<file path="src/rtl/sdr_ctrl_consts.svh">
`ifndef SDR_CTRL_CONSTS_SVH
`define SDR_CTRL_CONSTS_SVH

// Device geometry
`define SDR_BA_W         2
`define SDR_ROW_W        13
`define SDR_COL_W        9

// CAS latency of 2 or 3
`define SDR_CL           2

// Command spacing in clock cycles
`define SDR_TRCD         2
`define SDR_TRP          2
`define SDR_TRFC         7
`define SDR_TMRD         2

// Idle time after power-up before the init sequence
`define SDR_INIT_WAIT    100

// Auto-refresh period
`define SDR_REF_INTERVAL 390

// Request queues
`define SDR_QUEUE_DEPTH  4
`define SDR_NR_PORTS     2

`endif
</file>
<file path="src/rtl/sdr_ctrl_pkg.sv">
`include "sdr_ctrl_consts.svh"

package sdr_ctrl_pkg;

   typedef logic [`SDR_NR_PORTS-1:0]         sdr_port_vec_t;
   typedef logic [$clog2(`SDR_NR_PORTS)-1:0] sdr_port_t;

   // One 32-bit word access addressed by word column
   typedef struct packed {
      logic [`SDR_BA_W-1:0]  ba;
      logic [`SDR_ROW_W-1:0] row;
      logic [`SDR_COL_W-2:0] col;
      logic                  we;
      logic [31:0]           wdata;
      logic [3:0]            be;
   } sdr_req_t;

   typedef sdr_req_t sdr_req_arr_t [`SDR_NR_PORTS];

   typedef struct packed {
      sdr_port_t   port;
      logic [31:0] rdata;
   } sdr_resp_t;

   // Encoded as {ras_n, cas_n, we_n}
   typedef enum logic [2:0] {
      CMD_LMR       = 3'b000,
      CMD_AREF      = 3'b001,
      CMD_PRECHARGE = 3'b010,
      CMD_ACTIVE    = 3'b011,
      CMD_WRITE     = 3'b100,
      CMD_READ      = 3'b101,
      CMD_NOP       = 3'b111
   } sdr_cmd_e;

   typedef struct packed {
      logic                  cs_n;
      logic                  cke;
      sdr_cmd_e              cmd;
      logic [`SDR_BA_W-1:0]  ba;
      logic [`SDR_ROW_W-1:0] addr;
   } sdr_pad_t;

   typedef enum logic [3:0] {
      ST_INIT_WAIT,
      ST_INIT_PRE,
      ST_INIT_REF1,
      ST_INIT_REF2,
      ST_INIT_LMR,
      ST_IDLE,
      ST_ACT,
      ST_RW,
      ST_PRE,
      ST_REF,
      ST_WAIT
   } sdr_state_e;

endpackage

</file>
<file path="src/rtl/sdr_data_path.sv">
`timescale 1ns/1ps
`include "sdr_ctrl_consts.svh"

module sdr_data_path
   import sdr_ctrl_pkg::*;
(
   input  logic        sdram_clk,
   input  logic        sdram_rst,
   input  sdr_req_t    cur_req_i,
   input  sdr_port_t   cur_port_i,
   input  logic        wr_active_i,
   input  logic        wr_beat_i,
   input  logic        rd_issue_i,
   input  logic [15:0] dq_i,
   output logic [15:0] dq_o,
   output logic [1:0]  dqm_o,
   output logic        dq_oe_o,
   output logic        resp_valid_o,
   output sdr_resp_t   resp_o
);

   localparam int CL = `SDR_CL;

   logic [CL-1:0] rd_vld_q;
   sdr_port_t     rd_port_q [CL];
   logic          beat1_q;
   sdr_port_t     beat1_port_q;
   logic [15:0]   beat0_q;

   always_ff @(posedge sdram_clk or posedge sdram_rst) begin
      if (sdram_rst) begin
         dq_oe_o      <= 1'b0;
         dqm_o        <= '0;
         rd_vld_q     <= '0;
         beat1_q      <= 1'b0;
         resp_valid_o <= 1'b0;
      end else begin
         dq_oe_o <= wr_active_i;
         // Reads and idle cycles stay unmasked
         if (!wr_active_i) begin
            dqm_o <= '0;
         end else if (wr_beat_i) begin
            dqm_o <= ~cur_req_i.be[1:0];
         end else begin
            dqm_o <= ~cur_req_i.be[3:2];
         end
         rd_vld_q     <= {rd_vld_q[CL-2:0], rd_issue_i};
         beat1_q      <= rd_vld_q[CL-1];
         resp_valid_o <= beat1_q;
      end
   end

   always_ff @(posedge sdram_clk) begin
      dq_o <= wr_beat_i ? cur_req_i.wdata[15:0] : cur_req_i.wdata[31:16];
      rd_port_q[0] <= cur_port_i;
      for (int k = 1; k < CL; k++) begin
         rd_port_q[k] <= rd_port_q[k-1];
      end
      // Beat 0 is the upper half
      if (rd_vld_q[CL-1]) begin
         beat0_q      <= dq_i;
         beat1_port_q <= rd_port_q[CL-1];
      end
      if (beat1_q) begin
         resp_o.rdata <= {beat0_q, dq_i};
         resp_o.port  <= beat1_port_q;
      end
   end

endmodule

</file>
<file path="config.mk">
export PLATFORM = sky130hd
export DESIGN_NAME = sdr_data_path
export DESIGN_NICKNAME = d
export VERILOG_FILES = /design/src/rtl/sdr_ctrl_pkg.sv /design/src/rtl/sdr_data_path.sv
export VERILOG_INCLUDE_DIRS = /design/src /design/src/rtl
export SDC_FILE = /design/constraint.sdc
export NUM_CORES = 1
export LEC_CHECK = 0
export ABC_CLOCK_PERIOD_IN_PS = 2200
export BUFFER_PORTS_ARGS = -buffer_cell sky130_fd_sc_hd__buf_2
export CAP_MARGIN = 5
export CORE_MARGIN = 3
export CORE_UTILIZATION = 33
export DETAILED_ROUTE_END_ITERATION = 16
export PLACE_DENSITY = 0.64
export SETUP_SLACK_MARGIN = 0.3
export SLEW_MARGIN = 0
export SYNTH_ARGS = -nofsm -noshare
export SYNTH_HDL_FRONTEND = slang
export SYNTH_SLANG_ARGS = --single-unit
</file>
<file path="constraint.sdc">
create_clock -name sdram_clk -period 2.2 [get_ports sdram_clk]
set_clock_uncertainty 0.2 [all_clocks]
set_input_delay 0.66 -clock sdram_clk [delete_from_list [all_inputs] [get_ports sdram_clk]]
set_output_delay 0.66 -clock sdram_clk [all_outputs]
set_load 0.02 [all_outputs]
</file>
* Yosys cells after proc, flatten, opt, wreduce, memory -nomap -nowiden
Memories as Yosys holds them, arrays and structs flattened. A register that Yosys moved wholly into a read port is not among the register bits. Index checks and enable logic that the tools add are counted.
Word-level totals: register bits 72, memory bits (writable) 2, input bits 82, output and inout port bits 53, logic and storage cells 15, memories 1
Operators by class: multiplexer cells 3, bitwise operators 2
Memory list:
- rd_port_q | words 2, bits a word 1, rd ports 2, clocked after Yosys merged registers in 1, write ports 2, line sdr_data_path.sv:25 | sdr_port_t rd_port_q [CL];
Operator list (count):
- two-way mux 16 bit | 1
- two-way mux 2 bit | 2
- NOT 2 bit | 2

* Logic depth before layout (Yosys ltp)
depth in word-level cells 3, mapped depth 3, gate-level depth less buffers 2

* Least setup slack after synthesis
OpenSTA, ideal clock, no wires.
path kind register to register, start point register beat1_q, end point register resp_o[0] in the netlist's numbering (enable), setup time 0.390 ns, arrival time 0.969 ns, data required time 1.610 ns, path slack 0.641 ns, cell stages (with the launch flop) 1, buffers on the path 0, period minus slack after synthesis 1.559 ns, path through dfrtp_1
RTL lines:
- from (decl) | line sdr_data_path.sv:26 | logic beat1_q;
- from (signal assigned) | line sdr_data_path.sv:48 | beat1_q <= rd_vld_q[CL-1];
- to (decl) | line sdr_data_path.sv:19 | output sdr_resp_t resp_o
No word-level cell between the ends.

* Worst setup path in the final report
start point register resp_o[0] in the netlist's numbering, end point output resp_o[0] in the netlist's numbering
No word-level cell between the ends.

==> run_results.csv <==
group,metric,value,unit
synthesis,synth_cell_types,10,
layout,fin_nets,300,
clock_tree,cts.clk_slew.worst_paths,80,ps
setup_path,crit_start,"resp_o[0]",
pwr,power,3.093,mW
setup_path,cp-start-kind,"flip-flop",
synthesis,netlist_instances,98,
synthesis,ys.flop_type,"edfxtp_1",
setup_path,cp_slowest_stage_delay,400,ps
run_status,status,"completed",
floorplan,initial_core_util,0.3536,
setup_path,critical_path_required,1340,ps
synthesis,yosys.cell_count.top_type,"edfxtp_1",
layout,num_antenna_cells,0,
route,vias,1275,
setup_path,worstSetupEndpointType,"output port",
layout,drive_gt1_frac,0.6368,
sta,finalSetupViolations,0,
sta,fmax,567.0,MHz
clock_tree,ctsHoldBuffers,0,
synthesis,synth_nets,180,
setup_path,crit_path_cell_trace,"buf_2",
route,drt_iter0_drc,26,
run,drv_cap,0,
clock_tree,postCtsSetupBuffers,0,
setup_path,crit_buf_inv,1,
clock_tree,clk_latency,330,ps
clock_tree,clockRootBuffer,"clkbuf_8",
grt,grt_pass1_wl,6272,um
setup_path,cp.arrival,900,ps
placed_design,place.gp.congestion,0.6663,
layout,area_delta_synth_final,38.52,%
route,vias_per_cell,4.035,
floorplan,die_w,89.89,um
setup_path,r2r_setup_slack,840,ps
synthesis,synth_seq_area_share,0.8772,
sta,worst_pin_slew,697.1,ps
pwr,leakage,1.414,nW
clock_tree,tritoncts,"done",
layout,fillers,553,
placed_design,hpwl,2940,um
route,drt-pass1-iter-count,4,
route,wire_per_inst,12.35,um
hold_path,worstHoldPathType,"input port to asynchronous set/reset pin",
grt,grt_max_degree,26,
synthesis,ys_top_cells_by_area,"edfxtp_1 65%, dfxtp_1 16%, dfrtp_1 7.5%",
sta,timing_hold_violations_final,0,
setup_path,reg2reg_depth,0,
floorplan,die_area,0.008079,mm^2
grt,grt.total_usage,0.1023,
route,final_antenna_net_count,0,
setup_path,worstPathMaxFanout,1,
sta,min_period_over_period,0.8016,
sta,rsz0062_at_grt,"false",
sta,maxSlewViolCount,0,
synthesis,synth_edf_count,50,
grt,antenna_found_initial,0,
synthesis,syn_area,0.002322,mm^2
sta,fin_crit,1764,ps
route,drc,0,
setup_path,critical-path-top-delay-family,"flip-flops",
floorplan,fp.dieH,89.89,um
pwr,power.density,961.5,mW/mm^2
synthesis,synth_top_cell_by_area,"edfxtp_1",
placed_design,port_buffers,110,
grt,overflow,0,
setup_path,cp_num_cells,1,
setup_path,endpoint,"resp_o[0]",
synthesis,syn_avg_cell_area,23.70,um^2
synthesis,yosysWarningCount,0,
floorplan,core,0.006568,mm^2
pwr,worst_ir_drop_vdd,0.4184,mV
grt,grt_pass1_vias,1292,
clock_tree,cts_resized,0,
sta,slew_headroom,0.5353,
clock_tree,clockBufferDepth,2,
clock_tree,cts_sinks,75,
sta,tns,0,ps
floorplan,ioPinCount,135,
setup_path,cp_slowest_cell,"edfxtp_1",
clock_tree,htree_num_levels,3,
clock_tree,cts_buffers,9,
setup_path,crit_type,"flip-flop to output port",
synthesis,synthArstFlopShare,0.09333,
setup_path,r2r-start,"rd_vld_q[1]",
synthesis,ys_top_cells_by_count,"50 x edfxtp_1, 18 x dfxtp_1, 10 x mux2_4, 7 x dfrtp_1, 6 x mux2_2",
synthesis,yosys_register_bits,75,
route,routed_wl,3903,um
floorplan,rows,29,
synthesis,synthDominantCellAreaShare,0.6466,
setup_path,r2r-end,"beat0_q[5]",
## worst min path at each step
stage / depth (start not counted) / to / start
floorplan: 0 / rd_port_q[1] / rd_port_q[0]
global placement: 0 / rd_port_q[1] / rd_port_q[0]
detailed placement: 0 / rd_port_q[1] / rd_port_q[0]
CTS: 2 / resp_valid_o / sdram_rst
global route: 2 / resp_valid_o / sdram_rst
finish: 2 / dq_oe_o / sdram_rst
## kinds of logic (layout without fill, tap and decap cells)
kind of cell | Yosys count | in the layout | share of synthesized area
buffers and inverters | 3 | 128 | 0.01508
AND/OR/NAND/NOR | 2 | 2 | 0.005387
flip-flops | 75 | 75 | 0.8772
multiplexers | 18 | 18 | 0.1024
## stage by stage
step | utilization | instances | hold WS [ps] | setup slack [ps] | cell area (um^2)
global placement | 0.4534 | 300 | 115.4 | 427.5 | 2978
finish | 0.4898 | 316 | 38.61 | 436.5 | 3217
global route | 0.4898 | 316 | 52.11 | 387.1 | 3217
detailed placement | 0.4534 | 300 | 112.1 | 420.3 | 2978
floorplan | - | 98 | 109.6 | 640.8 | 2322
CTS | 0.4898 | 316 | 31.60 | 415.0 | 3217
## sequential cells by signal (all words and copies together), names as in the netlist, 2 cells and up
signal     count
dqm_o          2
resp_o        33
rd_port_q      2
beat0_q       16
dq_o          16
rd_vld_q       2
## cell type report
type	count	area, um^2	area share
repair buffers	111	570.5	0.1774
clock buffers	9	123.9	0.03851
clock inverters	7	115.1	0.03578
multi-input cells	20	250.2	0.07779
inverters	1	3.754	0.001167
flip-flops and latches	75	2037	0.6332
well taps	93	116.4	0.03617
## placed cells by master (no fill, tap or decap), drive strengths merged, types with 3 or more instances in the layout
cell / count
buf: 111
bufinv: 3
clkbuf: 9
dfrtp: 7
dfxtp: 18
edfxtp: 50
mux2: 16
## layer usage
metal | global-route usage | part of all wire
met5 | 0 | 0
met3 | 0.05927 | 0.16
met2 | 0.1460 | 0.42
met4 | 0.06122 | 0.014
met1 | 0.1186 | 0.41
## report_power, final
part / internal [mW] / leakage, nW / switching [mW]
sequential: 1.59 / 0.725 / 0.0266
combinational: 0.109 / 0.572 / 0.139
clock: 0.751 / 0.117 / 0.475
Note: power is estimated with default switching activity, not from simulation.
