$ cat config.mk
export PLATFORM = sky130hd
export DESIGN_NAME = sdr_req_queue
export DESIGN_NICKNAME = d
export VERILOG_FILES = /design/src/rtl/sdr_ctrl_pkg.sv /design/src/rtl/sdr_req_queue.sv
export VERILOG_INCLUDE_DIRS = /design/src /design/src/rtl
export SDC_FILE = /design/constraint.sdc
export NUM_CORES = 1
export LEC_CHECK = 0
export BUFFER_PORTS_ARGS = -buffer_cell sky130_fd_sc_hd__buf_2
export CORE_MARGIN = 8
export CORE_UTILIZATION = 40
export CTS_CLUSTER_DIAMETER = 50
export DETAILED_ROUTE_END_ITERATION = 8
export PLACE_DENSITY = 0.66
export SLEW_MARGIN = 10
export SYNTH_ARGS = -nofsm -noshare
export SYNTH_HDL_FRONTEND = slang
export SYNTH_SLANG_ARGS = --single-unit
$ cat constraint.sdc
create_clock -name sdram_clk -period 2.6 [get_ports sdram_clk]
set_input_delay 0.65 -clock sdram_clk [delete_from_list [all_inputs] [get_ports sdram_clk]]
set_output_delay 0.65 -clock sdram_clk [all_outputs]
set_load 0.02 [all_outputs]
$ cat src/rtl/sdr_ctrl_consts.svh
`ifndef SDR_CTRL_CONSTS_SVH
`define SDR_CTRL_CONSTS_SVH

// Device geometry
`define SDR_BA_W         2
`define SDR_ROW_W        13
`define SDR_COL_W        9

// CAS latency of 2 or 3
`define SDR_CL           2

// Command spacing in clock cycles
`define SDR_TRCD         2
`define SDR_TRP          2
`define SDR_TRFC         7
`define SDR_TMRD         2

// Idle time after power-up before the init sequence
`define SDR_INIT_WAIT    100

// Auto-refresh period
`define SDR_REF_INTERVAL 390

// Request queues
`define SDR_QUEUE_DEPTH  4
`define SDR_NR_PORTS     2

`endif
$ cat src/rtl/sdr_ctrl_pkg.sv
`include "sdr_ctrl_consts.svh"

package sdr_ctrl_pkg;

   typedef logic [`SDR_NR_PORTS-1:0]         sdr_port_vec_t;
   typedef logic [$clog2(`SDR_NR_PORTS)-1:0] sdr_port_t;

   // One 32-bit word access addressed by word column
   typedef struct packed {
      logic [`SDR_BA_W-1:0]  ba;
      logic [`SDR_ROW_W-1:0] row;
      logic [`SDR_COL_W-2:0] col;
      logic                  we;
      logic [31:0]           wdata;
      logic [3:0]            be;
   } sdr_req_t;

   typedef sdr_req_t sdr_req_arr_t [`SDR_NR_PORTS];

   typedef struct packed {
      sdr_port_t   port;
      logic [31:0] rdata;
   } sdr_resp_t;

   // Encoded as {ras_n, cas_n, we_n}
   typedef enum logic [2:0] {
      CMD_LMR       = 3'b000,
      CMD_AREF      = 3'b001,
      CMD_PRECHARGE = 3'b010,
      CMD_ACTIVE    = 3'b011,
      CMD_WRITE     = 3'b100,
      CMD_READ      = 3'b101,
      CMD_NOP       = 3'b111
   } sdr_cmd_e;

   typedef struct packed {
      logic                  cs_n;
      logic                  cke;
      sdr_cmd_e              cmd;
      logic [`SDR_BA_W-1:0]  ba;
      logic [`SDR_ROW_W-1:0] addr;
   } sdr_pad_t;

   typedef enum logic [3:0] {
      ST_INIT_WAIT,
      ST_INIT_PRE,
      ST_INIT_REF1,
      ST_INIT_REF2,
      ST_INIT_LMR,
      ST_IDLE,
      ST_ACT,
      ST_RW,
      ST_PRE,
      ST_REF,
      ST_WAIT
   } sdr_state_e;

endpackage

$ cat src/rtl/sdr_req_queue.sv
`timescale 1ns/1ps
`include "sdr_ctrl_consts.svh"

module sdr_req_queue
   import sdr_ctrl_pkg::*;
(
   input  logic     sdram_clk,
   input  logic     sdram_rst,
   input  logic     push_i,
   input  sdr_req_t push_data_i,
   input  logic     pop_i,
   output sdr_req_t head_o,
   output logic     empty_o,
   output logic     credit_o
);

   localparam int DEPTH = `SDR_QUEUE_DEPTH;
   localparam int PTR_W = $clog2(DEPTH);

   sdr_req_t         mem [DEPTH];
   logic [PTR_W-1:0] wr_ptr;
   logic [PTR_W-1:0] rd_ptr;
   logic [PTR_W:0]   count;
   logic             full;

   assign full    = (count == (PTR_W + 1)'(DEPTH));
   assign empty_o = (count == '0);
   assign head_o  = mem[rd_ptr];

   always_ff @(posedge sdram_clk) begin
      if (push_i) begin
         mem[wr_ptr] <= push_data_i;
      end
   end

   always_ff @(posedge sdram_clk or posedge sdram_rst) begin
      if (sdram_rst) begin
         wr_ptr   <= '0;
         rd_ptr   <= '0;
         count    <= '0;
         credit_o <= 1'b0;
      end else begin
         if (push_i) begin
            wr_ptr <= (wr_ptr == PTR_W'(DEPTH - 1)) ? '0 : wr_ptr + 1'b1;
         end
         if (pop_i) begin
            rd_ptr <= (rd_ptr == PTR_W'(DEPTH - 1)) ? '0 : rd_ptr + 1'b1;
         end
         count    <= count + (PTR_W + 1)'(push_i) - (PTR_W + 1)'(pop_i);
         // Freed slot goes back to the requester
         credit_o <= pop_i;
      end
   end

   // Requester pushed without holding a credit
   a_no_overflow: assert property (@(posedge sdram_clk) disable iff (sdram_rst)
      !(push_i && full));

endmodule

* Yosys cells after proc, flatten, opt, wreduce, memory -nomap -nowiden
Memory sizes are Yosys's and may differ from the RTL's. Cells that the tools add are included.
Storage, ports and cells: flip-flop bits (word level) 8, bits in writable memories 240, bits of input ports 64, logic and storage cells 16, memories kept 1
Operators by class: $add $sub $neg 4, equality and inequality tests 2, muxes and demuxes 4, reduce and logical (&&, ||, !) cells 1
Memory list:
- mem | depth 4, width 60, rd ports 1, clocked after Yosys merged registers in 0, wr ports 1, RTL line sdr_req_queue.sv:20 | sdr_req_t mem [DEPTH];
Operators with widths (number):
- 2-bit by 1-bit adder with 2-bit output, second input constant | 2
- 2-bit equality test, second input constant | 2
- 2-bit 2-to-1 mux | 2
- 3-bit by 1-bit adder with 3-bit output | 1
- 3-bit zero test | 1
- 3-bit by 1-bit subtractor with 3-bit output | 1
- 1-bit 2-to-1 mux | 2

* Longest topological paths before layout
depth after elaboration 2, gate-level depth with buffers 8, depth with buffers taken out 8

* Least setup slack after synthesis
Ideal clock, no wire load.
kind input to register, start point input port push_i, end point memory mem[0][0] (netlist name), enable pin, data arrival time 2.067 ns, data required time 2.176 ns, path slack 0.109 ns, cell stages on the path 1, cell sequence and2_1
Between the ends: word-level cells in the longest chain between the ends 2
Ends and longest elaborated chain:
- start: declaration | RTL line sdr_req_queue.sv:9 | input logic push_i,
- 1-bit 2-to-1 mux | RTL line sdr_req_queue.sv:31 | if (push_i) begin
- 1-bit 2-to-1 mux (not written as such) | RTL line sdr_req_queue.sv:32 | mem[wr_ptr] <= push_data_i;
- end: declaration | RTL line sdr_req_queue.sv:20
Every way passes these cells.

==> Flow_metrics.wiki <==
{| class="wikitable"
! Metric !! Value
|-
| Vias in the first global route || 4631
|-
| Area Overhead vs Synth || 27.46%
|-
| Number of clock sinks || 248
|-
| Final period utilization || 102.2%
|-
| Final HPWL from detailed placement || 9913 microns
|-
| Count of buffering cells on the critical path with inverters included || 3
|-
| Total Routed Length || 17750 microns
|-
| Power density relative to cell area || 1134 nW/um^2
|-
| Initial Utilization || 40.58%
|-
| Crit Reg-Reg Endpoint || rd_ptr[1]
|-
| Global-route wire length before repair || 26070 microns
|-
| Outcome || finished, violations left
|-
| Total of endpoints with negative setup slack in the final report || 46
|-
| Achievable frequency || 0.3764 GHz
|-
| Headroom to the max-slew limit || 73.80%
|-
| Worst slack at placement || 0.4516 ns
|-
| Shortest clock period the worst path allows after layout || 2.657 ns
|-
| Number of detailed-routing iterations run before antenna repair || 4
|-
| Arrival time at the worst endpoint || 2.01 ns
|-
| Number of cell rows || 55
|-
| Number of synthesis warnings || 0
|-
| Post-cts hold buffer count || 0
|-
| Clock buffers created by TritonCTS || 27
|-
| Max H-tree Level || 1
|-
| Depth of the worst register-to-register path || 6
|-
| Crit-path slowest cell || sky130_fd_sc_hd__mux4_2
|-
| Violated checks || setup timing
|-
| Setup WS post-layout || -0.05657 ns
|-
| Total standard cell area after synthesis || 9159 sq um
|-
| Final worst clock skew || 0.01643 ns
|-
| Clock tree root buffer cell || sky130_fd_sc_hd__clkbuf_16
|-
| Global-route usage over all layers || 11.92%
|-
| Ratio of cells with drive above 1 in the final layout || 48.79%
|-
| Mapped Cells || 351
|-
| Largest incremental delay on the critical path || 0.54 ns
|-
| Placeable core area || 22570 sq um
|-
| PortBufs || 125
|-
| CP top delay family || multiplexers
|-
| Final Max Slew Viols || 0
|-
| Crit path kind || register to output pin
|-
| Post-Syn Nets || 423
|-
| Reg-to-reg critical path startpoint || rd_ptr[0]
|-
| TritonCTS clock tree || built
|-
| Largest buffer count on any clock path || 3
|-
| MaxCap Viol Count || 0
|-
| Setup repair after global routing missed its margin || true
|-
| Startpoint class of the critical path || register
|-
| Sum of negative setup slack || -1.056 ns
|-
| Avg Synthesized Cell Area || 26.09 sq um
|-
| Sequential power share || 40.1%
|-
| Vias after detailed routing || 4165
|-
| Worst voltage drop across the vdd grid || 0.6176 mV
|-
| Peak fanout along the critical path || 7
|-
| DRC violation count after routing || 0
|-
| Seq cells post-synth || 248
|-
| Detailed Route Iter0 Violations || 198
|-
| Congestion Overflow GR || 0
|-
| Final routed wire length divided by cell count || 21.62 microns
|-
| Routed via count divided by cell count || 5.073
|-
| Final Hold Viols || 0
|-
| Clock share of power || 27.7%
|-
| Remaining number of nets flagged by the antenna check after routing || 0
|-
| Combinational share of power || 32.1%
|-
| Commonest cells after routing, fill and taps aside || sky130_fd_sc_hd__edfxtp_1 (240), sky130_fd_sc_hd__buf_2 (67), sky130_fd_sc_hd__mux4_2 (60), sky130_fd_sc_hd__buf_6 (59), sky130_fd_sc_hd__clkbuf_16 (32)
|-
| Pin count of the biggest net entering global routing || 61
|-
| Initial antenna violation count || 1
|-
| Cell internal power dissipation || 9.430 mW
|-
| Worst path required time || 1.95 ns
|-
| Leakage power || 4.068 nW
|-
| Die span in x || 167.3 microns
|-
| Kind of end point of the critical path || output pin
|-
| Transition at the pin with the smallest max-transition slack || 0.3930 ns
|-
| Post-layout net count || 588
|-
| Hold WS || 0.08248 ns
|-
| Internal reg-to-reg setup slack || 0.84 ns
|-
| Type of the most critical hold path || input port to async pin
|-
| Most common cell after layout, fill and taps aside || sky130_fd_sc_hd__edfxtp_1
|-
| Finished Cell Area || 11670 sq um
|-
| Weighted congestion at the end of routability-driven global placement || 0.6770
|-
| Reg clk slew, reported paths || 0.06 ns
|-
| Worst-path cell chain || buf_12, clkbuf_16, mux4_2, buf_6
|-
| Sw Ratio || 28.74%
|-
| Die ar. || 27990 sq um
|-
| Insertion delay to the later sink of the worst-skew pair || 0.52 ns
|-
| Total power of the final layout || 13.23 mW
|-
| I/O pin count || 126
|-
| Netlist cell types || 20
|-
| Dpl cell area || 10140 sq um
|-
| Share of the yosys chip area belonging to registers || 80.87%
|-
| Height of the chip || 167.3 microns
|-
| Power spent charging and discharging nets || 3.804 mW
|}
==> flip-flops by register name, indices dropped and copies added (netlist names) <==
name	flops
count	3
wr_ptr	2
rd_ptr	2
credit_o	1
mem	240
==> metal layers <==
layer	GRT usage, %	vias up	share of wire [%]
li1	-	1831	-
met4	3.222	2	1.6
met3	3.974	29	6.9
met2	20.45	109	51
met5	0	-	0.073
met1	14.19	2194	41
==> power by group through the flow <==
| stage | Combinational (mW) | Sequential (mW) | Clock [mW] |
|---|---|---|---|
| final | 4.25 | 5.31 | 3.67 |
| after global routing | 4.53 | 5.37 | 3.91 |
| after CTS | 3.39 | 5.32 | 3.77 |
| after detailed placement | 3.27 | 5.45 | 0 |
| after global placement | 3.23 | 5.40 | 0 |
| after floorplan | 2.31 | 5.34 | 0 |
==> cells by family after synthesis <==
family	after synthesis	synth area share [%]
DFF	248	80.87
buffers and inverters	21	2.090
and+or+nand+nor	8	0.5327
xor gates and xnor gates	2	0.1913
adders and majority gates	8	1.175
muxes	62	15.03
AOI/OAI and AO/OA	2	0.1093
==> through the flow <==
stage	util (%)	instances
3_3_place_gp	44.93	755
5_1_grt	51.71	820
2_1_floorplan	-	351
6_report	51.72	821
3_5_place_dp	44.93	755
4_1_cts	48.97	806
==> cell usage after synthesis <==
| cell type | n | area [sq um] |
|---|---|---|
| sky130_fd_sc_hd__nor3_1 | 1 | 5.000 |
| sky130_fd_sc_hd__clkbuf_1 | 1 | 3.750 |
| sky130_fd_sc_hd__mux2_2 | 1 | 11.26 |
| sky130_fd_sc_hd__edfxtp_1 | 240 | 7207 |
| sky130_fd_sc_hd__buf_2 | 6 | 30.03 |
| sky130_fd_sc_hd__buf_6 | 1 | 11.26 |
| sky130_fd_sc_hd__and2_1 | 4 | 25.02 |
| sky130_fd_sc_hd__or3b_2 | 1 | 8.760 |
| sky130_fd_sc_hd__o21ai_0 | 2 | 10.01 |
| sky130_fd_sc_hd__inv_1 | 7 | 26.28 |
| sky130_fd_sc_hd__mux4_2 | 59 | 1329 |
| sky130_fd_sc_hd__xnor2_1 | 2 | 17.52 |
| sky130_fd_sc_hd__ha_1 | 7 | 87.58 |
| sky130_fd_sc_hd__mux4_1 | 1 | 26.28 |
| sky130_fd_sc_hd__dfrtp_1 | 8 | 200.2 |
| sky130_fd_sc_hd__fa_1 | 1 | 20.02 |
| sky130_fd_sc_hd__buf_12 | 6 | 120.1 |
| sky130_fd_sc_hd__mux2i_1 | 1 | 10.01 |
| sky130_fd_sc_hd__nand2_1 | 1 | 3.750 |
| sky130_fd_sc_hd__nand2b_1 | 1 | 6.260 |
==> cell type report <==
type,instances,area [sq um]
Tap cell,285,356.6
Clock inverter,16,160.2
Sequential cell,248,7415
Clock buffer,32,714.4
Antenna cell,1,2.502
Timing Repair Buffer,150,1433
Fill cell,1777,10900
Multi-Input combinational cell,82,1567
Inverter,7,26.28
==> how the worst max path moves through the flow <==
stage / start / to / slack (ns) / cells past startpoint
floorplan: push_i / mem[0][0] / 0.11 / 1
detailed placement: rd_ptr[0] / head_o[43] / 0.45 / 3
CTS: rd_ptr[0] / head_o[59] / -0.11 / 3
global route: rd_ptr[0] / head_o[55] / -0.11 / 4
global placement: rd_ptr[0] / head_o[59] / 0.43 / 3
finish: rd_ptr[0] / head_o[37] / -0.06 / 4
==> timing repair <==
action                                  in CTS  in global routing
gates cloned                                 0                  6
setup buffers                                3                  8
resized for setup                            4                122
endpoints found under the setup margin      60                 60
pin swaps                                    0                  0
Note: power is estimated with default switching activity, not from simulation.
