`config.mk`:
```
export PLATFORM = sky130hd
export DESIGN_NAME = sdr_refresh_timer
export DESIGN_NICKNAME = d
export VERILOG_FILES = /design/src/rtl/sdr_ctrl_pkg.sv /design/src/rtl/sdr_refresh_timer.sv
export VERILOG_INCLUDE_DIRS = /design/src /design/src/rtl
export SDC_FILE = /design/constraint.sdc
export NUM_CORES = 1
export LEC_CHECK = 0
export BUFFER_PORTS_ARGS = -buffer_cell sky130_fd_sc_hd__buf_4
export CORE_AREA = 3 3 40 42
export DETAILED_ROUTE_END_ITERATION = 6
export DIE_AREA = 0 0 43 45
export HOLD_SLACK_MARGIN = 0.06
export PLACE_DENSITY = 0.5
export RECOVER_POWER = 100
export SLEW_MARGIN = 20
export SYNTH_ARGS = -nofsm -noshare
export SYNTH_HDL_FRONTEND = slang
export SYNTH_SLANG_ARGS = --single-unit
```
`constraint.sdc`:
```
create_clock -name sdram_clk -period 1.9 [get_ports sdram_clk]
set_clock_uncertainty 0.15 [all_clocks]
set_input_delay 0.285 -clock sdram_clk [delete_from_list [all_inputs] [get_ports sdram_clk]]
set_output_delay 0.285 -clock sdram_clk [all_outputs]
set_load 0.02 [all_outputs]
```
`src/rtl/sdr_ctrl_consts.svh`:
```
`ifndef SDR_CTRL_CONSTS_SVH
`define SDR_CTRL_CONSTS_SVH

// Device geometry
`define SDR_BA_W         2
`define SDR_ROW_W        13
`define SDR_COL_W        9

// CAS latency of 2 or 3
`define SDR_CL           2

// Command spacing in clock cycles
`define SDR_TRCD         2
`define SDR_TRP          2
`define SDR_TRFC         7
`define SDR_TMRD         2

// Idle time after power-up before the init sequence
`define SDR_INIT_WAIT    100

// Auto-refresh period
`define SDR_REF_INTERVAL 390

// Request queues
`define SDR_QUEUE_DEPTH  4
`define SDR_NR_PORTS     2

`endif
```
`src/rtl/sdr_ctrl_pkg.sv`:
```
`include "sdr_ctrl_consts.svh"

package sdr_ctrl_pkg;

   typedef logic [`SDR_NR_PORTS-1:0]         sdr_port_vec_t;
   typedef logic [$clog2(`SDR_NR_PORTS)-1:0] sdr_port_t;

   // One 32-bit word access addressed by word column
   typedef struct packed {
      logic [`SDR_BA_W-1:0]  ba;
      logic [`SDR_ROW_W-1:0] row;
      logic [`SDR_COL_W-2:0] col;
      logic                  we;
      logic [31:0]           wdata;
      logic [3:0]            be;
   } sdr_req_t;

   typedef sdr_req_t sdr_req_arr_t [`SDR_NR_PORTS];

   typedef struct packed {
      sdr_port_t   port;
      logic [31:0] rdata;
   } sdr_resp_t;

   // Encoded as {ras_n, cas_n, we_n}
   typedef enum logic [2:0] {
      CMD_LMR       = 3'b000,
      CMD_AREF      = 3'b001,
      CMD_PRECHARGE = 3'b010,
      CMD_ACTIVE    = 3'b011,
      CMD_WRITE     = 3'b100,
      CMD_READ      = 3'b101,
      CMD_NOP       = 3'b111
   } sdr_cmd_e;

   typedef struct packed {
      logic                  cs_n;
      logic                  cke;
      sdr_cmd_e              cmd;
      logic [`SDR_BA_W-1:0]  ba;
      logic [`SDR_ROW_W-1:0] addr;
   } sdr_pad_t;

   typedef enum logic [3:0] {
      ST_INIT_WAIT,
      ST_INIT_PRE,
      ST_INIT_REF1,
      ST_INIT_REF2,
      ST_INIT_LMR,
      ST_IDLE,
      ST_ACT,
      ST_RW,
      ST_PRE,
      ST_REF,
      ST_WAIT
   } sdr_state_e;

endpackage

```
`src/rtl/sdr_refresh_timer.sv`:
```
`timescale 1ns/1ps
`include "sdr_ctrl_consts.svh"

module sdr_refresh_timer
   import sdr_ctrl_pkg::*;
(
   input  logic sdram_clk,
   input  logic sdram_rst,
   input  logic ref_done_i,
   output logic ref_req_o
);

   localparam int REF_W = $clog2(`SDR_REF_INTERVAL);

   logic [REF_W-1:0] cnt_q;

   always_ff @(posedge sdram_clk or posedge sdram_rst) begin
      if (sdram_rst) begin
         cnt_q     <= REF_W'(`SDR_REF_INTERVAL - 1);
         ref_req_o <= 1'b0;
      end else if (cnt_q == '0) begin
         cnt_q     <= REF_W'(`SDR_REF_INTERVAL - 1);
         ref_req_o <= 1'b1;
      end else begin
         cnt_q <= cnt_q - 1'b1;
         // Held until the sequencer has issued AREF
         if (ref_done_i) begin
            ref_req_o <= 1'b0;
         end
      end
   end

endmodule

```
Yosys cells after proc, flatten, opt, wreduce, memory -nomap -nowiden
Index checks and enable logic that the tools add are counted.
Cells by class
  reduce and logical (&&, ||, !) cells: 2
  add/subtract/negate cells: 1
  multiplexer cells: 3
Operators with widths (count)
  zero test 9 bit: 1
  2-to-1 mux 9 bit: 1
  subtractor 9 x 1 -> 9 bit (second input constant): 1
  2-to-1 mux 1 bit: 2
  nonzero test 2 bit: 1
Word-level totals
  register bits after elaboration: 10
  output and inout bits: 1
  bits of input ports: 3
  logic and storage cells: 8

Logic depth before layout (Yosys ltp)
Gate-level depths: netlist of run 1.
  depth after elaboration: 2
  mapped depth: 5
  mapped depth without buffers: 5

Least setup slack after synthesis of run 1
No wires, ideal clock.
  path type: register -> register
  start: register cnt_q[0]
  end: register cnt_q[5]
  clock period less this slack: 1.797 ns
  setup slack: 0.103 ns
  stages on the path, launching flop included: 6
  required time: 1.624 ns
  setup time: 0.126 ns
  buffers on the path: 0
  arrival: 1.521 ns
  path through: dfstp_2 > inv_1 > ha_1 > or4b_1 > or2_2 > a21boi_1
Between the ends
  cells in the longest elaborated chain, start to end: 2
  elaborated cells between the ends (all ways): 3
  classes of those cells: 1 x add/sub; 1 x mux; 1 x reduce/logical
Ends and longest elaborated chain
  from (decl): line sdr_refresh_timer.sv:15  | logic [REF_W-1:0] cnt_q;
  from (signal assigned): line sdr_refresh_timer.sv:19  | cnt_q <= REF_W'(`SDR_REF_INTERVAL - 1);
  from (signal assigned): line sdr_refresh_timer.sv:22  | cnt_q <= REF_W'(`SDR_REF_INTERVAL - 1);
  from (signal assigned): line sdr_refresh_timer.sv:25  | cnt_q <= cnt_q - 1'b1;
  subtractor 9 x 1 -> 9 bit / zero test 9 bit (equally long branches): line sdr_refresh_timer.sv:25, sdr_refresh_timer.sv:21
  2-to-1 mux 9 bit *: line sdr_refresh_timer.sv:21  | end else if (cnt_q == '0) begin
Every way passes the cells marked *; elsewhere a longest branch is shown, timed or not.
A chain may end at the register's enable or synchronous reset.

Worst setup path in the final report of run 1
Ends and elaborated chain as after synthesis.

==> qor.yml, run 1 <==
timing.final.hold_violations: 0
vias_per_cell: 5.25
p_seq_share_pct: 57.4
io_pins: 4
fin_crit_sh_pct: 94.1
final_cell_mix: "6 x dfrtp_1, 5 x o21ai_0, 4 x inv_1, 4 x clkbuf_4, 4 x buf_4"
die_h_um: 45
clock_latency_ns: 0.26
p_int_uw: 298
synth-seq-cells: 10
status: "completed"
drive_gt1_share_pct: 26.3
drt_wl_total_um: 983
fin_tns_setup_ns: 0
final-setup-viol-count: 0
worstSetupStartpointType: "flip-flop"
num_rows: 13
multi_input_area_sq_um: 208
hpwl_um: 692
finish.utilization_pct: 44.7
synthTopCellsByArea: "dfrtp_1 31%, dfstp_2 21%, o21ai_0 6.1%, xor2_1 3.6%, nor3_1 3.1%"
switching_share_pct: 19.7
slowest_stage: "or4b_1"
period_minus_slack_ns: 1.79
ys_seq_area_share_pct: 52.2
grt-ovfl-total: 0
hold_start: "ref_done_i"
track_usage_pct: 12.3
start_util_pct: 38.1
slew_headroom_pct: 74.6
cts_tree: "built"
crit_fanout: 3
clk_pin_slew_ns: 0.07
final_common_cell: "dfrtp_1"
synth_area_leader_cell: "dfrtp_1"
path_cells: "inv_1 -> ha_1 -> or4b_1 -> or2_2 -> a21boi_1"
grt_pass1_wl_mm: 1.70
maxCapViolations: 0
critPathBufInv: 1
cpPeakStageDelay_ns: 0.46
cts_max_level: 1
power.leakage_nw: 0.225
hold_class: "input pin to flip-flop"
max_freq_mhz: 559
grt_max_degree: 11
portBuffers: 3
antenna_found_initial: 0
startpoint: "cnt_q[0]$_DFF_PP1_"
fp.dieW_um: 43
seq_area_sq_um: 255
worst-endpoint-arrival_ns: 1.77
p_sw_uw: 73.1
globalplace.congestion: 0.782
r2r_slack_ns: 0.11
ant_nets: 0
slew_viol_final: 0
worst-setup-path-type: "flip-flop to flip-flop"
peakVddDrop_v: 0.000370
yosys_warnings: 0
power_frac_comb_pct: 2.3
avgRoutedWirePerCell_um: 13.7
synth_area_sq_um: 489
cts_buffers: 3
critPathCaptureType: "flip-flop"
clock-root-buffer: "clkbuf_4"
first_pass_iters: 2
die_area_sq_um: 1940
clk_path_buf_depth: 2
cts_num_sinks: 10
vias: 378
finalNetCount: 62
r2r_start: "cnt_q[0]$_DFF_PP1_"
antennaDiodeCount: 0
core_area_sq_um: 1280
syn_nets: 51
synth_area_per_cell_sq_um: 10.4
cts_setup_buffers: 0
synthCells: 47
synth_top_area_share_pct: 30.7
drcViolationCount: 0
ys_types: 23
crit_family: "simple AND/OR/NAND/NOR gates"
critPathRequiredTime_ns: 1.89
worstMarginPinSlew_ns: 0.381
rsz0062_at_grt: "no"
nFillCells: 127
syn2layout_area_growth_pct: 17.4
clock_power_share_pct: 40.2
drt_iter0_drc: 5
grt_pass1_vias: 422
power_density_nw_per_um2: 646
-- Yosys cell counts --
cell and instances:
buf_6 1, xor2_1 2, a22o_1 1, nand2_1 1, ha_1 1, dfrtp_1 6
inv_1 4, nor3_1 3, a21oi_1 1, mux2i_1 1, a21boi_1 1, o22ai_1 1
dfstp_2 4, or4b_1 1, or3_2 1, nand2b_1 1, o21ai_0 6, or3_1 2
or2b_2 1, nor3b_1 1, nor2_1 3, or2_2 2, or4_1 2
-- state kept, by name, summed over array words and instances, names as in the netlist --
signal	flops
cnt_q	9
ref_req_o	1
-- timing repair --
item,in CTS,in global routing
hold buffers,1,0
endpoints found under the setup margin,0,1
hold endpoints to repair,6,0
gates resized for setup,0,1
-- routing by layer --
metal	share of wire (%)	global-route usage [%]
met5	0	0
met4	0.61	10.2
met3	2.8	2.39
met2	60	23.1
met1	36	11.5
-- final timing paths --
kind                                          to  cells after the start
max                           cnt_q[5]$_DFF_PP0_                      5
min                        ref_req_o$_DFFE_PP0P_                      2
max reg2reg                   cnt_q[5]$_DFF_PP0_                      5
min reg2reg                   cnt_q[0]$_DFF_PP1_                      1
max in group asynchronous     cnt_q[7]$_DFF_PP1_                      3
min in group asynchronous     cnt_q[4]$_DFF_PP0_                      3
-- power groups by stage --
| stage | combinational (mW) | sequential (mW) | clock, mW |
|---|---|---|---|
| after floorplan | 0.00321 | 0.217 | 0 |
| after global placement | 0.00721 | 0.217 | 0 |
| after detailed placement | 0.00742 | 0.217 | 0 |
| after CTS | 0.00903 | 0.213 | 0.158 |
| after global routing | 0.00979 | 0.213 | 0.170 |
| final | 0.00860 | 0.213 | 0.149 |
-- final cells by class --
| class | instances | share of cell area (%) |
|---|---|---|
| clock buffer | 4 | 4.58 |
| inverter | 4 | 2.61 |
| multi-input combinational | 32 | 36.2 |
| sequential | 10 | 44.4 |
| tap | 15 | 3.27 |
| timing repair buffer | 7 | 8.93 |
-- metrics by stage --
stage,instance area [sq um],setup slack (ns),instances,power [mW],hold WS (ns)
after floorplan,489,0.103,47,0.220,-0.0277
after global placement,542,0.178,67,0.224,0.130
after detailed placement,542,0.143,67,0.224,0.135
after CTS,578,0.0964,72,0.380,0.0666
after global routing,574,0.00776,72,0.393,0.0622
final,574,0.112,72,0.371,0.0726
-- cells by family (layout without fill, tap and decap cells) --
group           Yosys count  in the layout  share of synthesized area, %
buf+inv                   5             15                          5.37
mux                       1              1                          2.05
xor+xnor                  2              2                          3.58
flops                    10             10                          52.2
compound gates           10             10                          11.8
simple gates             18             18                          22.5
fa+ha+maj                 1              1                          2.56
Power figures use the tool's default switching activity.
==> run 2, diff against run 1 <==
- CTS_BUF_LIST: unset -> sky130_fd_sc_hd__clkbuf_4
- CTS_CLUSTER_SIZE: unset -> 10
==> run 2 against run 1 <==
Compared with the run above:
- final cell count unchanged
- die area unchanged
- maximum frequency about the same
- hold slack about the same
- first-iteration DRC count unchanged
- critical path depth unchanged
- highest routed layer unchanged
==> qor.yml, run 2 (synthesis results as in run 1) <==
drcViolationCount: 0  # unchanged
largest_registers: "cnt_q x9, ref_req_o x1"  # unchanged
crit_fanout: 3  # unchanged
maxCapViolations: 0  # unchanged
fin_crit_sh_pct: 94.1  # about the same
critPathCaptureType: "flip-flop"  # unchanged
track_usage_pct: 12.3  # unchanged
die_area_sq_um: 1940  # unchanged
peakVddDrop_v: 0.000370  # about the same
worstSetupStartpointType: "flip-flop"  # unchanged
slowest_stage: "or4b_1"  # unchanged
final_cells: 72  # unchanged
worstMarginPinSlew_ns: 0.381  # unchanged
worst-setup-path-type: "flip-flop to flip-flop"  # unchanged
max_freq_mhz: 559  # about the same
hpwl_um: 692  # unchanged
grt-ovfl-total: 0  # unchanged
num_rows: 13  # unchanged
finalNetCount: 62  # unchanged
slew_headroom_pct: 74.6  # unchanged
fin_tns_setup_ns: 0  # unchanged
period_minus_slack_ns: 1.79  # about the same
hold_class: "input pin to flip-flop"  # unchanged
path_cells: "inv_1 -> ha_1 -> or4b_1 -> or2_2 -> a21boi_1"  # unchanged
cts_setup_buffers: 0  # unchanged
die_h_um: 45  # unchanged
first_pass_iters: 2  # unchanged
grt_pass1_vias: 422  # unchanged
grt_max_degree: 11  # unchanged
fp.dieW_um: 43  # unchanged
slew_viol_final: 0  # unchanged
portBuffers: 3  # unchanged
final_cell_mix: "6 x dfrtp_1, 5 x o21ai_0, 5 x clkbuf_4"  # was 6 x dfrtp_1, 5 x o21ai_0, 4 x inv_1, 4 x clkbuf_4, 4 x buf_4
antenna_found_initial: 0  # unchanged
critPathRequiredTime_ns: 1.89  # about the same
start_util_pct: 38.1  # unchanged
final-setup-viol-count: 0  # unchanged
clk_pin_slew_ns: 0.07  # about the same
grt_pass1_wl_mm: 1.70  # unchanged
core_area_sq_um: 1280  # unchanged
ant_nets: 0  # unchanged
io_pins: 4  # unchanged
drive_gt1_share_pct: 28.1  # was 26.3%
avgRoutedWirePerCell_um: 13.6  # was 13.7 um
drt_wl_total_um: 982  # was 983 um
final_common_cell: "dfrtp_1"  # unchanged
regMostFlops: "cnt_q"  # unchanged
rsz0062_at_grt: "no"  # unchanged
vias: 378  # unchanged
clock-root-buffer: "clkbuf_4"  # unchanged
vias_per_cell: 5.25  # unchanged
power_density_nw_per_um2: 667  # was 646 nW/um^2
largest_reg_flops: 9  # unchanged
timing.final.hold_violations: 0  # unchanged
cts_buffers: 3  # unchanged
cts_tree: "built"  # unchanged
globalplace.congestion: 0.782  # unchanged
whs_ns: 0.0725  # was 0.0726 ns
cts_max_level: 1  # unchanged
status: "completed"  # unchanged
worst-endpoint-arrival_ns: 1.77  # about the same
power.leakage_nw: 0.228  # was 0.225 nW
clk_path_buf_depth: 2  # unchanged
cts_num_sinks: 10  # unchanged
syn2layout_area_growth_pct: 18.2  # was 17.4%
dp.cells: 67  # unchanged
antennaDiodeCount: 0  # unchanged
cpPeakStageDelay_ns: 0.46  # about the same
drt_iter0_drc: 5  # unchanged
clock_latency_ns: 0.26  # about the same
[run 2: changes by cell type in the layout (fill, tap and decap cells not counted)]
cell / before / now
clkbuf_1: 2 / 1
clkbuf_4: 4 / 5
[run 2: what timing repair did]
action,4_1_cts,5_1_grt
endpoints found under the setup margin,0,1
resized for setup,0,1
hold endpoints to repair,6,0
hold buffers,1,0
[run 2: path summary, 6_finish.rpt]
path | startpoint | slack [ns] | cells after the start | end
worst max-delay path | cnt_q[0]$_DFF_PP1_ | 0.11 | 5 | cnt_q[5]$_DFF_PP0_
worst min-delay path | ref_done_i | 0.07 | 2 | ref_req_o$_DFFE_PP0P_
worst min register to register | cnt_q[0]$_DFF_PP1_ | 0.34 | 1 | cnt_q[0]$_DFF_PP1_
worst max register to register | cnt_q[0]$_DFF_PP1_ | 0.11 | 5 | cnt_q[5]$_DFF_PP0_
min in group asynchronous | sdram_rst | 0.40 | 3 | cnt_q[4]$_DFF_PP0_
max in group asynchronous | sdram_rst | 0.89 | 3 | cnt_q[7]$_DFF_PP1_
[run 2: layer usage]
| metal | wire (um) | track usage [%] |
|---|---|---|
| met3 | 28 | 2.39 |
| met2 | 589 | 23.1 |
| met1 | 358 | 11.5 |
| met5 | 0 | 0 |
| met4 | 6 | 10.2 |
[run 2: layout make-up]
| class | instances | area [sq um] |
|---|---|---|
| Clock buffer | 4 | 30.0 |
| Fill cell | 126 | 707 |
| Inverter | 4 | 15.0 |
| Multi-Input combinational cell | 32 | 208 |
| Sequential cell | 10 | 255 |
| Tap cell | 15 | 18.8 |
| Timing Repair Buffer | 7 | 51.3 |
[run 2: where the power goes]
group / internal (mW) / leakage (nW) / switching (mW) / total [mW]
combinational: 0.00391 / 0.0964 / 0.00469 / 0.00860
sequential: 0.213 / 0.113 / 0.000000000000000135 / 0.213
clock: 0.0952 / 0.0184 / 0.0685 / 0.164
total: 0.312 / 0.228 / 0.0732 / 0.385
[run 2: critical path, delay by kind of cell (launching register included)]
family	cells	cell delay [ns]
buffers and inverters	1	0.06
AO/OA/AOI/OAI	1	0.14
adder cells (fa/ha/maj)	1	0.17
flip-flops	1	0.37
AND/OR/NAND/NOR	2	0.78
[run 2: through the flow]
step	power [mW]	area, sq um	util (%)	setup WS, ns
after floorplan	0.220	489	-	0.103
after global placement	0.224	542	42.2	0.178
after detailed placement	0.224	542	42.2	0.143
after CTS	0.394	582	45.3	0.0963
after global routing	0.408	578	45.0	0.00709
final	0.385	578	45.0	0.112
==> run 3, diff against run 2 <==
==> constraint.sdc (replaced) <==
create_clock -name sdram_clk -period 1.9 [get_ports sdram_clk]
set_clock_uncertainty 0.15 [all_clocks]
set_input_delay 0.095 -clock sdram_clk [delete_from_list [all_inputs] [get_ports sdram_clk]]
set_output_delay 0.095 -clock sdram_clk [all_outputs]
set_load 0.02 [all_outputs]
==> run 3 against run 2 <==
Compared with the run above:
- global-route usage unchanged
- clock-buffer cell count unchanged
- hold slack improved by 0.13 ns
- total power increased by 0.42%
- sequential power about the same
- sequential share of layout area decreased by 0.75 points
- flip-flop and latch count unchanged
- first-iteration DRC count unchanged
- utilization increased by 0.78 points
- largest power group unchanged
- highest routed layer unchanged
==> qor.yml, run 3 (synthesis results as in run 1) <==
die_area_sq_um: 1940  # unchanged
cts_buffers: 3  # unchanged
finalNetCount: 63  # was 62
wl_met1_um: 359  # was 358 um
power_density_nw_per_um2: 658  # was 667 nW/um^2
die_h_um: 45  # unchanged
maxCapViolations: 0  # unchanged
grt-ovfl-total: 0  # unchanged
first_pass_iters: 2  # unchanged
pre_cts_slack_ns: 0.143  # unchanged
slew_headroom_pct: 74.6  # unchanged
drt_iter0_drc: 5  # unchanged
drt_wl_total_um: 986  # was 982 um
antenna_found_initial: 0  # unchanged
cts_num_sinks: 10  # unchanged
routed.top_layer: "met4"  # unchanged
ant_nets: 0  # unchanged
rsz0062_at_grt: "no"  # unchanged
cts_setup_buffers: 0  # unchanged
track_usage_pct: 12.3  # unchanged
wl_met3_um: 27  # was 28 um
core_area_sq_um: 1280  # unchanged
antennaDiodeCount: 0  # unchanged
hpwl_um: 692  # unchanged
hold_class: "input pin to asynchronous set/reset pin"  # was input pin to flip-flop
io_pins: 4  # unchanged
grt_max_degree: 11  # unchanged
worstSetupStartpointType: "flip-flop"  # unchanged
largest_registers: "cnt_q x9, ref_req_o x1"  # unchanged
fin_crit_sh_pct: 94.1  # about the same
crit_family: "simple AND/OR/NAND/NOR gates"  # unchanged
cts_max_level: 1  # unchanged
drcViolationCount: 0  # unchanged
critPathRequiredTime_ns: 1.89  # about the same
final_cell_mix: "6 x dfrtp_1, 5 x o21ai_0, 5 x clkbuf_4"  # unchanged
globalplace.congestion: 0.782  # unchanged
power.leakage_nw: 0.232  # was 0.228 nW
status: "completed"  # unchanged
clk_path_buf_depth: 2  # unchanged
cts_tree: "built"  # unchanged
crit_fanout: 3  # unchanged
rr_worst_depth: 5  # unchanged
clock_latency_ns: 0.26  # about the same
final-setup-viol-count: 0  # unchanged
num_rows: 13  # unchanged
slowest_stage: "or4b_1"  # unchanged
rr_endpoint: "cnt_q[5]$_DFF_PP0_"  # unchanged
worst-endpoint-arrival_ns: 1.77  # about the same
largest_reg_flops: 9  # unchanged
vias_per_cell: 5.23  # was 5.25
r2r_start: "cnt_q[0]$_DFF_PP1_"  # unchanged
cpPeakStageDelay_ns: 0.46  # about the same
worstMarginPinSlew_ns: 0.381  # unchanged
grt_pass1_vias: 422  # unchanged
clock-root-buffer: "clkbuf_4"  # unchanged
grt_pass1_wl_mm: 1.70  # unchanged
syn2layout_area_growth_pct: 20.2  # was 18.2%
portBuffers: 3  # unchanged
totalPowerFinal_uw: 387  # was 385 uW
regMostFlops: "cnt_q"  # unchanged
clk_pin_slew_ns: 0.07  # about the same
fin_tns_setup_ns: 0  # unchanged
setup_ws_ns: 0.112  # about the same
start_util_pct: 38.1  # unchanged
fp.dieW_um: 43  # unchanged
wl_met2_um: 593  # was 589 um
drive_gt1_share_pct: 27.6  # was 28.1%
period_minus_slack_ns: 1.79  # about the same
peakVddDrop_v: 0.000371  # was 0.000370 V
place_area_sq_um: 542  # unchanged
critPathBufInv: 1  # unchanged
vias: 382  # was 378
worst-setup-path-type: "flip-flop to flip-flop"  # unchanged
r2r_slack_ns: 0.11  # about the same
startpoint: "cnt_q[0]$_DFF_PP1_"  # unchanged
slew_viol_final: 0  # unchanged
path_cells: "inv_1 -> ha_1 -> or4b_1 -> or2_2 -> a21boi_1"  # unchanged
postLayoutCellArea_sq_um: 588  # was 578 sq um
avgRoutedWirePerCell_um: 13.5  # was 13.6 um
max_freq_mhz: 559  # about the same
timing.final.hold_violations: 0  # unchanged
final_common_cell: "dfrtp_1"  # unchanged
critPathCaptureType: "flip-flop"  # unchanged
==> run 3: changes by cell type in the layout (fill, tap and decap cells not counted), sizes merged <==
cell / previous run / this run
dlygate4sd3: 1 / 2
==> run 3: what timing repair did <==
action,4_1_cts,5_1_grt
resized for setup,0,1
hold buffers,2,0
setup endpoints to repair,0,1
endpoints found under the hold margin,11,0
==> run 3: area by class of cell <==
| type | count | area [sq um] |
|---|---|---|
| clock buffer | 4 | 30.0 |
| fill | 125 | 697 |
| inverter | 4 | 15.0 |
| multi-input combinational | 32 | 208 |
| sequential | 10 | 255 |
| tap | 15 | 18.8 |
| timing repair buffer | 8 | 61.3 |
==> run 3: tightest hold or removal path, delay by kind of cell <==
| family | cells | cell delay [ns] |
|---|---|---|
| buffers and inverters | 3 | 0.94 |
==> run 3: power breakdown <==
part / internal [mW] / leakage [nW] / total (mW) / switching [mW]
Sequential: 0.213 / 0.113 / 0.213 / 0.000000000000000135
Combinational: 0.00524 / 0.101 / 0.0102 / 0.00496
Clock: 0.0952 / 0.0184 / 0.164 / 0.0685
==> run 3: worst max path at each step <==
stage	cells after the start	to
floorplan	5	cnt_q[5]$_DFF_PP0_
global placement	5	cnt_q[5]$_DFF_PP0_
detailed placement	5	cnt_q[5]$_DFF_PP0_
CTS	6	cnt_q[3]$_DFF_PP0_
global route	6	cnt_q[3]$_DFF_PP0_
finish	5	cnt_q[5]$_DFF_PP0_
==> run 3: stage by stage <==
stage,hold slack (ns),cells,util (%)
3_3_place_gp,-0.0600,67,42.2
4_1_cts,0.207,73,46.1
2_1_floorplan,-0.218,47,-
6_report,0.205,73,45.8
5_1_grt,0.228,73,45.8
3_5_place_dp,-0.0554,67,42.2
==> run 3: metal layers <==
metal | track usage, % | up-vias
met5 | 0 | -
met4 | 10.2 | 0
met3 | 2.39 | 2
met2 | 23.1 | 5
met1 | 11.5 | 190
li1 | - | 185
